$ cat config.mk
export PLATFORM = sky130hd
export DESIGN_NAME = sdramController
export DESIGN_NICKNAME = d
export VERILOG_FILES = /design/src/rtl/sdramPkg.sv /design/src/rtl/countdownTimer.sv /design/src/rtl/sdramSequencer.sv /design/src/rtl/sdramController.sv
export SDC_FILE = /design/constraint.sdc
export NUM_CORES = 1
export LEC_CHECK = 0
export BUFFER_PORTS_ARGS = -buffer_cell sky130_fd_sc_hd__buf_2
export CAP_MARGIN = 20
export CORE_ASPECT_RATIO = 0.5
export CORE_UTILIZATION = 30
export CTS_BUF_LIST = sky130_fd_sc_hd__clkbuf_4 sky130_fd_sc_hd__clkbuf_8
export CTS_CLUSTER_SIZE = 8
export DETAILED_ROUTE_END_ITERATION = 10
export PLACE_DENSITY = 0.55
export SLEW_MARGIN = 20
export SYNTH_ARGS = -nofsm -noshare
export SYNTH_HDL_FRONTEND = slang
export SYNTH_SLANG_ARGS = --single-unit
export TNS_END_PERCENT = 20
$ cat constraint.sdc
create_clock -name Clock -period 2.55 [get_ports Clock]
set_input_delay 0.1275 -clock Clock [delete_from_list [all_inputs] [get_ports Clock]]
set_output_delay 0.1275 -clock Clock [all_outputs]
set_load 0.1 [all_outputs]
$ cat src/rtl/sdramPkg.sv
//////////////////////////////////////////////////////////////////////
// shared definitions for the sdram init and refresh controller
//   command codes and the command word union
//   address, bank and timer widths
//   init and refresh timing, mode register value
//   sequencer state codes
//////////////////////////////////////////////////////////////////////

package sdramPkg;

	//////////////////////////////////////////////////////////////////////
	// command word
	//////////////////////////////////////////////////////////////////////

	// five pin command, msb first as cke, cs, ras, cas, we
	typedef union packed {
		logic [4:0] code;		// whole encoded command
		struct packed {
			logic cke;		// clock enable, active high
			logic csL;		// chip select
			logic rasL;
			logic casL;
			logic weL;
		} pins;
	} sdramCmd;

	localparam logic [4:0] cmdPoweringUp      = 5'b00000;	// cke and cs low during power up
	localparam logic [4:0] cmdNop             = 5'b10111;
	localparam logic [4:0] cmdPrechargeAll    = 5'b10010;	// needs addr bit 10 high
	localparam logic [4:0] cmdAutoRefresh     = 5'b10001;
	localparam logic [4:0] cmdModeRegisterSet = 5'b10000;	// mode value on addr, bank 0

	//////////////////////////////////////////////////////////////////////
	// widths
	//////////////////////////////////////////////////////////////////////

	localparam int timerWidth     = 16;
	localparam int sdramAddrWidth = 13;	// 8192 rows
	localparam int sdramBankWidth = 2;	// 4 banks
	localparam int prechargeAllBit = 10;	// a10 selects all banks on precharge

	//////////////////////////////////////////////////////////////////////
	// timing and mode
	//////////////////////////////////////////////////////////////////////

	// short power up hold for simulation, silicon wants about 100us
	localparam logic [timerWidth-1:0] powerUpCycles = 16'd20;
	localparam int initRefreshCount     = 10;	// auto refreshes during init
	localparam int nopGapCycles         = 4;	// nops after each refresh and after mrs
	localparam logic [timerWidth-1:0] refreshPeriod = 16'd400;	// precharge to precharge
	localparam int refreshEpisodeCycles = 7;	// precharge, nop, refresh, nop gap

	// burst length 1, sequential, cas latency 2, single location write
	localparam logic [sdramAddrWidth-1:0] modeRegisterValue = 13'h220;

	//////////////////////////////////////////////////////////////////////
	// sequencer states
	//////////////////////////////////////////////////////////////////////

	localparam int stateWidth = 4;

	localparam logic [stateWidth-1:0] initialising     = 4'd0;
	localparam logic [stateWidth-1:0] waitPowerUp      = 4'd1;
	localparam logic [stateWidth-1:0] firstNop         = 4'd2;
	localparam logic [stateWidth-1:0] prechargeAll     = 4'd3;
	localparam logic [stateWidth-1:0] initRefresh      = 4'd4;
	localparam logic [stateWidth-1:0] initNopGap       = 4'd5;
	localparam logic [stateWidth-1:0] modeSet          = 4'd6;
	localparam logic [stateWidth-1:0] modeNopGap       = 4'd7;
	localparam logic [stateWidth-1:0] loadRefreshTimer = 4'd8;
	localparam logic [stateWidth-1:0] idle             = 4'd9;
	localparam logic [stateWidth-1:0] refreshPrecharge = 4'd10;
	localparam logic [stateWidth-1:0] refreshNop       = 4'd11;
	localparam logic [stateWidth-1:0] refreshRefresh   = 4'd12;
	localparam logic [stateWidth-1:0] refreshNopGap    = 4'd13;

endpackage

$ cat src/rtl/countdownTimer.sv
//////////////////////////////////////////////////////////////////////
// countdownTimer
//   loadable down counter that stops at zero
//   done flag while the count is zero
//////////////////////////////////////////////////////////////////////

`timescale 1ns/1ns

module countdownTimer
	import sdramPkg::*;
(
	input  logic                  Clock,
	input  logic                  Reset_L,
	input  logic                  load,		// preload on this edge
	input  logic [timerWidth-1:0] loadValue,
	output logic                  done		// high while count is zero
);

	logic [timerWidth-1:0] count;

	// load wins over counting, count holds once it hits zero
	always_ff @(posedge Clock or negedge Reset_L)
	begin
		if (!Reset_L)
		begin
			count <= '0;
		end
		else if (load)
		begin
			count <= loadValue;
		end
		else if (count != '0)
		begin
			count <= count - 1'b1;
		end
	end

	// done rises loadValue cycles after the load edge
	assign done = (count == '0);

endmodule

$ cat src/rtl/sdramSequencer.sv
//////////////////////////////////////////////////////////////////////
// sdramSequencer
//   FSM for power up, init and periodic refresh
//   refresh counter and nop gap counter
//   timer load control for the power up and refresh timers
//   registered sdram pins and cpu reset out
//////////////////////////////////////////////////////////////////////

`timescale 1ns/1ns

module sdramSequencer
	import sdramPkg::*;
(
	input  logic                      Clock,
	input  logic                      Reset_L,
	// power up timer
	output logic                      powerUpLoad,
	output logic [timerWidth-1:0]     powerUpValue,
	input  logic                      powerUpDone,
	// refresh timer
	output logic                      refreshLoad,
	output logic [timerWidth-1:0]     refreshValue,
	input  logic                      refreshDone,
	// sdram pins
	output logic                      SDram_CKE_H,
	output logic                      SDram_CS_L,
	output logic                      SDram_RAS_L,
	output logic                      SDram_CAS_L,
	output logic                      SDram_WE_L,
	output logic [sdramAddrWidth-1:0] SDram_Addr,
	output logic [sdramBankWidth-1:0] SDram_BA,
	output logic                      ResetOut_L		// held low until init is done
);

	logic [stateWidth-1:0]     state;
	logic [stateWidth-1:0]     nextState;
	sdramCmd                   cmd;			// command for the pins next cycle
	logic [sdramAddrWidth-1:0] addr;
	logic                      resetOutNext;

	logic [$clog2(nopGapCycles)-1:0]       gapCount;
	logic [$clog2(initRefreshCount+1)-1:0] refreshCount;
	logic                                  inGap;
	logic                                  gapLast;

	assign inGap   = (state == initNopGap) || (state == modeNopGap) || (state == refreshNopGap);
	assign gapLast = (gapCount == $bits(gapCount)'(nopGapCycles - 1));

	// initialising and waitPowerUp each give one powering up cycle on top of the count
	assign powerUpValue = powerUpCycles - timerWidth'(2);

	// done shows on the pins two cycles later, via idle and refreshPrecharge
	// after init the timer starts with the first idle nop, in an episode
	// it is reloaded on the third gap nop
	assign refreshValue = (state == loadRefreshTimer) ? refreshPeriod - timerWidth'(2)
		: refreshPeriod - timerWidth'(refreshEpisodeCycles);

	//////////////////////////////////////////////////////////////////////
	// state and counters
	//////////////////////////////////////////////////////////////////////

	always_ff @(posedge Clock or negedge Reset_L)
	begin
		if (!Reset_L)
		begin
			state <= initialising;
		end
		else
		begin
			state <= nextState;
		end
	end

	// gap counter restarts on each state entry, counts nops in a gap
	always_ff @(posedge Clock or negedge Reset_L)
	begin
		if (!Reset_L)
		begin
			gapCount <= '0;
		end
		else if (nextState != state)
		begin
			gapCount <= '0;
		end
		else if (inGap)
		begin
			gapCount <= gapCount + 1'b1;
		end
	end

	// counts init refreshes, cleared as prechargeAll is entered
	always_ff @(posedge Clock or negedge Reset_L)
	begin
		if (!Reset_L)
		begin
			refreshCount <= '0;
		end
		else if ((nextState == prechargeAll) && (state != prechargeAll))
		begin
			refreshCount <= '0;
		end
		else if (state == initRefresh)
		begin
			refreshCount <= refreshCount + 1'b1;
		end
	end

	//////////////////////////////////////////////////////////////////////
	// next state and command
	//////////////////////////////////////////////////////////////////////

	always_comb
	begin
		nextState    = state;
		cmd.code     = cmdNop;		// nop unless a state says otherwise
		addr         = '0;
		resetOutNext = 1'b0;
		powerUpLoad  = 1'b0;
		refreshLoad  = 1'b0;

		case (state)
			initialising:
			begin
				cmd.code    = cmdPoweringUp;
				powerUpLoad = 1'b1;		// start the power up hold
				nextState   = waitPowerUp;
			end
			waitPowerUp:
			begin
				cmd.code = cmdPoweringUp;
				if (powerUpDone)
				begin
					nextState = firstNop;
				end
			end
			firstNop:
			begin
				nextState = prechargeAll;	// cke and cs come up with this nop
			end
			prechargeAll:
			begin
				cmd.code              = cmdPrechargeAll;
				addr[prechargeAllBit] = 1'b1;
				nextState             = initRefresh;
			end
			initRefresh:
			begin
				cmd.code  = cmdAutoRefresh;
				nextState = initNopGap;
			end
			initNopGap:
			begin
				if (gapLast)
				begin
					// last refresh of init is followed by the mode set
					if (refreshCount == $bits(refreshCount)'(initRefreshCount))
					begin
						nextState = modeSet;
					end
					else
					begin
						nextState = initRefresh;
					end
				end
			end
			modeSet:
			begin
				cmd.code  = cmdModeRegisterSet;
				addr      = modeRegisterValue;
				nextState = modeNopGap;		// bank stays 0
			end
			modeNopGap:
			begin
				if (gapLast)
				begin
					nextState = loadRefreshTimer;
				end
			end
			loadRefreshTimer:
			begin
				resetOutNext = 1'b1;		// cpu leaves reset here
				refreshLoad  = 1'b1;
				nextState    = idle;
			end
			idle:
			begin
				resetOutNext = 1'b1;
				if (refreshDone)
				begin
					nextState = refreshPrecharge;
				end
			end
			refreshPrecharge:
			begin
				resetOutNext          = 1'b1;
				cmd.code              = cmdPrechargeAll;
				addr[prechargeAllBit] = 1'b1;
				nextState             = refreshNop;
			end
			refreshNop:
			begin
				resetOutNext = 1'b1;
				nextState    = refreshRefresh;
			end
			refreshRefresh:
			begin
				resetOutNext = 1'b1;
				cmd.code     = cmdAutoRefresh;
				nextState    = refreshNopGap;
			end
			refreshNopGap:
			begin
				resetOutNext = 1'b1;
				// reload one nop before the gap ends
				if (gapCount == $bits(gapCount)'(nopGapCycles - 2))
				begin
					refreshLoad = 1'b1;
				end
				if (gapLast)
				begin
					nextState = idle;
				end
			end
			default:
			begin
				cmd.code  = cmdPoweringUp;	// unused codes restart init
				nextState = initialising;
			end
		endcase
	end

	//////////////////////////////////////////////////////////////////////
	// pin registers
	//////////////////////////////////////////////////////////////////////

	always_ff @(posedge Clock or negedge Reset_L)
	begin
		if (!Reset_L)
		begin
			{SDram_CKE_H, SDram_CS_L, SDram_RAS_L, SDram_CAS_L, SDram_WE_L} <= cmdPoweringUp;
			SDram_Addr <= '0;
			SDram_BA   <= '0;
			ResetOut_L <= 1'b0;
		end
		else
		begin
			SDram_CKE_H <= cmd.pins.cke;
			SDram_CS_L  <= cmd.pins.csL;
			SDram_RAS_L <= cmd.pins.rasL;
			SDram_CAS_L <= cmd.pins.casL;
			SDram_WE_L  <= cmd.pins.weL;
			SDram_Addr  <= addr;
			SDram_BA    <= '0;		// every command here uses bank 0
			ResetOut_L  <= resetOutNext;
		end
	end

endmodule

$ cat src/rtl/sdramController.sv
//////////////////////////////////////////////////////////////////////
// sdramController
//   top level of the sdram init and refresh controller
//   sequencer plus power up and refresh timers
//////////////////////////////////////////////////////////////////////

`timescale 1ns/1ns

module sdramController
	import sdramPkg::*;
(
	input  logic                      Clock,
	input  logic                      Reset_L,
	output logic                      SDram_CKE_H,
	output logic                      SDram_CS_L,
	output logic                      SDram_RAS_L,
	output logic                      SDram_CAS_L,
	output logic                      SDram_WE_L,
	output logic [sdramAddrWidth-1:0] SDram_Addr,
	output logic [sdramBankWidth-1:0] SDram_BA,
	output logic                      ResetOut_L	// reset to the cpu
);

	logic                  powerUpLoad;
	logic [timerWidth-1:0] powerUpValue;
	logic                  powerUpDone;
	logic                  refreshLoad;
	logic [timerWidth-1:0] refreshValue;
	logic                  refreshDone;

	sdramSequencer sdramSequencer_i (
		.Clock        (Clock),
		.Reset_L      (Reset_L),
		.powerUpLoad  (powerUpLoad),
		.powerUpValue (powerUpValue),
		.powerUpDone  (powerUpDone),
		.refreshLoad  (refreshLoad),
		.refreshValue (refreshValue),
		.refreshDone  (refreshDone),
		.SDram_CKE_H  (SDram_CKE_H),
		.SDram_CS_L   (SDram_CS_L),
		.SDram_RAS_L  (SDram_RAS_L),
		.SDram_CAS_L  (SDram_CAS_L),
		.SDram_WE_L   (SDram_WE_L),
		.SDram_Addr   (SDram_Addr),
		.SDram_BA     (SDram_BA),
		.ResetOut_L   (ResetOut_L)
	);

	// hold of cke and cs after reset
	countdownTimer powerUpTimer (
		.Clock     (Clock),
		.Reset_L   (Reset_L),
		.load      (powerUpLoad),
		.loadValue (powerUpValue),
		.done      (powerUpDone)
	);

	// spacing of the periodic refresh episodes
	countdownTimer refreshTimer (
		.Clock     (Clock),
		.Reset_L   (Reset_L),
		.load      (refreshLoad),
		.loadValue (refreshValue),
		.done      (refreshDone)
	);

endmodule

# After elaboration in Yosys (flattened, before gate mapping)
# Cells that the tools add are included.
# totals
word_cells,74
register_bits,59
output_inout_bits,21
input_bits,2
# op_classes
eq_ne,19
addsub,4
n_mux,23
reduce_logical,16
# op_table
op,n
16-bit two-way mux,4
4-bit one-hot mux with 14 select lines,1
16-bit zero test,2
16-bit nonzero test,2
16-bit by 1-bit subtractor with 16-bit output (second input constant),2
4-bit == test (second input constant),7
4-bit two-way mux,7
5-bit one-hot mux with 4 select lines,1
4-bit by 3-bit == test with 1-bit output (second input constant),4
4-bit by 2-bit == test with 1-bit output (second input constant),3
10-bit two-way mux,1
2-bit nonzero test,4
7-bit OR reduction,1
2-bit two-way mux,3
6-bit OR reduction,1
4-bit by 1-bit adder with 4-bit output (second input constant),1
2-bit == test (second input constant),2
4-bit by 1-bit == test with 1-bit output (second input constant),1
4-bit zero test,1
1-bit two-way mux,4
4-bit by 2-bit != test with 1-bit output (second input constant),1
4-bit != test,1
2-bit OR reduction,2
3-bit two-way mux,1
4 further kinds,5

# Longest topological paths before layout
# depth
depth_word,7
mapped_depth,7
mapped_depth_nobuf,6

# By module
# A second synthesis with hierarchy kept.
# unflattened
cells_unflattened,363
hier_area_um2,3373.2
# by_module_without_submodules
mod,seq_area_each_um2,area_per_inst_um2,cells_per_inst,n_inst
countdownTimer,400.4,1006.0,104,2
sdramSequencer,425.4,1361.3,155,1

# Worst setup path before layout
# OpenSTA, ideal clock, no wires.
# synth_timing
kind,reg-to-reg
from,register powerUpTimer.count[5]
to,register powerUpTimer.count[13]
n_path_buf,0
required_time_ns,2.472
setup_slack_ns,0.425
setup_time_ns,0.078
arrival_time_ns,2.047
stages_incl_launch_ff,5
synth_period_minus_slack_ns,2.125
cell_sequence,dfrtp_1 -> or4_4 -> or4_4 -> or4_1 -> a21oi_1
# synth_via
elab_chain_len,3
word_cells_on_any_way,5
cone_classes,add/sub: 1; mux: 2; reduce/logical: 2
# synth_lines
item,line,text
"start, declared",countdownTimer.sv:19,logic [timerWidth-1:0] count;
"start signal, assigned",countdownTimer.sv:30,count <= loadValue;
"start signal, assigned",countdownTimer.sv:34,count <= count - 1'b1;
16-bit by 1-bit subtractor with 16-bit output,countdownTimer.sv:34,
16-bit two-way mux,countdownTimer.sv:32,else if (count != '0)
16-bit two-way mux,countdownTimer.sv:28,else if (load)
# Several ways; a longest one is shown, not always the timed one. The select of a mux whose other input is x is not followed.
# A chain may end at the register's enable or synchronous reset.

# Worst setup path after layout
# layout_timing
from,register powerUpTimer.count[0]
to,register powerUpTimer.count[12]
# The elaborated chain is that of the path after synthesis.

==> out/metrics.yaml <==
worst_setup_path:
  reg2regPathDepth: 6
  worstSetupPathType: "reg -> reg"
  critPathCaptureType: "flip-flop"
  required_ns: 2.73
  critPathSlowestCell: "or4b_2"
  worst-path-buf-inv: 1
  regToRegSetupSlack_ns: 0.24
  worstReg2RegEnd: "powerUpTimer.count[12]"
  crit-reg2reg-launch: "powerUpTimer.count[0]"
  cpPeakStageDelay_ns: 0.72
  cp.arrival_ns: 2.49
  cp-start-kind: "flip-flop"
  crit_fanout: 9
  cp_cell_sequence: "inv_1 > ha_1 > or4b_2 > nor4_1 > mux2i_1 > nor2_1"
  cp_top_family: "simple AND/OR/NAND/NOR gates"
logic_synthesis:
  async_flop_share_pct: 100
  avgSynthCellArea_um2: 9.18
  synth_top_area_share_pct: 43.0
  synth_area_um2: 2850
  synth_area_leaders: "dfrtp_1 (43%), a21oi_1 (5.3%), buf_4 (3.7%), or4_1 (3.7%), o21ai_0 (3.0%)"
  synth-seq-area-share_pct: 43.0
  synth_cells: 311
  synth_seq_cells: 49
  yosysUniqueCellTypes: 53
  ys_dominant_reg_cell: "dfrtp_1"
  synth_top_area_cell: "dfrtp_1"
  yosysWarnings: 0
  synth-edff-count: 0
die:
  core_region_area_um2: 8980
  die_y_um: 71.0
  pin_count: 23
  rows: 24
  die_w_um: 140
  dieArea_um2: 9930
  initial_core_util_pct: 31.8
global_route:
  antenna_found_initial: 0
  track_usage_pct: 12.8
  grt_pass1_wl_mm: 10.3
  grt_overflow: 0
  grt_start_max_net_pins: 33
  grt_pass1_vias: 2203
clock_tree:
  post_cts_resized: 0
  clk_latency_ns: 0.29
  clock-sinks: 49
  hold_buffers: 1
  cts_setup_buffers: 0
  cts_buffers: 5
  cts_root_buf: "clkbuf_8"
  clock_path_buffers: 2
  cts_tree: "yes"
  htreeDepth: 2
  cts.clk_slew.worst_paths_ns: 0.09
routing:
  dr.pass1.iters: 4
  drt-total-wl_mm: 5.93
  initialDrtViolationCount: 208
  num_vias: 2301
  wl_per_cell_um: 13.5
  ant_nets: 0
  viasPerCell: 5.24
  drc: 0
finish:
  drive_gt1_share_pct: 14.0
  multiInputGateArea_um2: 1490
  final_nets: 329
  syn2layout_area_growth_pct: 8.59
  regArea_um2: 1230
  final_util_pct: 34.5
  nFillCells: 905
  layoutNonFillerInstCount: 439
  antennaDiodeCount: 0
sta:
  fmax_mhz: 433
  finClkSkew_ns: 0.00281
  setup_slack_ns: 0.242
  slew_viol_final: 0
  relSlewSlack_pct: 53.6
  finalSetupViolations: 0
  hold_violations: 0
  finalSetupTns_ns: 0
  rsz0062_at_grt: "false"
  min_period_ns: 2.31
  finalCritPeriodShare_pct: 90.5
  tightest_slew_ns: 0.696
power:
  pwr-share-seq_pct: 57.3
  power_density_nw_per_um2: 437
  power_frac_clock_pct: 35.2
  p_comb_share_pct: 7.5
  sw_frac_of_total_pct: 25.7
  power.leakage_nw: 1.41
  power_mw: 1.35
  intPower_mw: 1.01
  peakVddDrop_mv: 0.180
  power_switching_uw: 348
min_path:
  hp-class: "in -> async"
placement:
  hpwl_mm: 4.06
  dp_slack_ns: 0.268
  place.gp.congestion: 0.775
  dp.cells: 430
  port-buffer-count: 9
flow_run:
  cap_violations: 0
run_status:
  outcome: "finished clean"
-- cells in the final DEF, fill, tap and decap left out, types with 2 or more instances in the layout --
master,instances
nor2_1,17
o21ai_0,17
buf_2,9
nor2b_1,3
inv_1,10
nand2b_1,6
conb_1,13
or4_4,2
o41ai_1,5
nor4_1,12
a211oi_1,2
ha_1,6
dfrtp_1,49
xnor2_1,2
mux2i_1,6
clkbuf_8,5
and3_1,2
or2_2,13
nand3_1,8
or3_1,6
and2_1,5
nor3_1,9
xor2_1,2
nand4_1,2
nand2_1,19
o31ai_1,10
nand4b_1,2
buf_4,7
a21oi_1,30
nand3b_1,2
clkbuf_4,3
or4_1,14
or4b_2,2
-- registers in the layout, summed over array words and instances (netlist names) --
register	cells
refreshTimer.count	16
sdramSequencer_i.gapCount	2
sdramSequencer_i.refreshCount	4
sdramSequencer_i.SDram_CKE_H	1
sdramSequencer_i.SDram_WE_L	1
sdramSequencer_i.SDram_Addr	2
sdramSequencer_i.state	4
sdramSequencer_i.ResetOut_L	1
sdramSequencer_i.SDram_CAS_L	1
powerUpTimer.count	16
sdramSequencer_i.SDram_RAS_L	1
-- cells in the mapped netlist (8+ instances only) --
library cell,n
nor4_1,13
nand3_1,8
dfrtp_1,49
o21ai_0,17
nor3_1,9
nor2_1,17
o31ai_1,10
or2_2,13
inv_1,10
clkbuf_1,10
nand2_1,19
or4_1,14
buf_4,14
a21oi_1,30
-- logic make-up after synthesis --
group / after synthesis / share of synthesized area [%]
AOI/OAI and AO/OA: 76 / 16.4
muxes: 7 / 2.50
and+or+nand+nor: 132 / 27.5
buffers and inverters: 36 / 6.62
DFF: 49 / 43.0
other: 1 / 0.131
adders and majority gates: 6 / 2.63
xor gates and xnor gates: 4 / 1.23
-- worst max path at each step --
stage	cells after the start	to	from	slack, ns
final	6	powerUpTimer.count[12]	powerUpTimer.count[0]	0.24
after global routing	6	refreshTimer.count[15]	refreshTimer.count[1]	0.09
after CTS	6	refreshTimer.count[15]	refreshTimer.count[0]	0.25
after detailed placement	6	refreshTimer.count[15]	refreshTimer.count[0]	0.27
after global placement	6	refreshTimer.count[15]	refreshTimer.count[0]	0.32
after floorplan	4	powerUpTimer.count[13]	powerUpTimer.count[5]	0.42
-- layer usage --
| layer | GRT usage [%] | wire [um] |
|---|---|---|
| met1 | 17.5 | 3030 |
| met2 | 20.9 | 2670 |
| met3 | 2.57 | 186 |
| met4 | 2.93 | 45 |
| met5 | 0 | 0 |
-- area by class of cell --
cell class,count,share of cell area (%)
clock buffers,8,2.95
inverters,10,1.21
multi-input cells,238,48.1
flip-flops and latches,49,39.6
well taps,117,4.72
repair buffers,17,3.47
-- stage by stage --
step                instance area [um2]  hold slack, ns
floorplan                          2900          -0.168
global placement                   3000          0.0850
detailed placement                 3000          0.0966
CTS                                3100           0.308
global route                       3100           0.327
finish                             3100           0.300
-- power by group through the flow --
stage          sequential [mW]  clock [mW]  combinational, mW
2_1_floorplan            0.792           0             0.0983
3_3_place_gp             0.792           0              0.100
3_5_place_dp             0.792           0              0.101
4_1_cts                  0.776       0.498              0.102
5_1_grt                  0.776       0.533              0.106
6_report                 0.776       0.477              0.101
No activity file was read; power rests on OpenSTA's default activity.
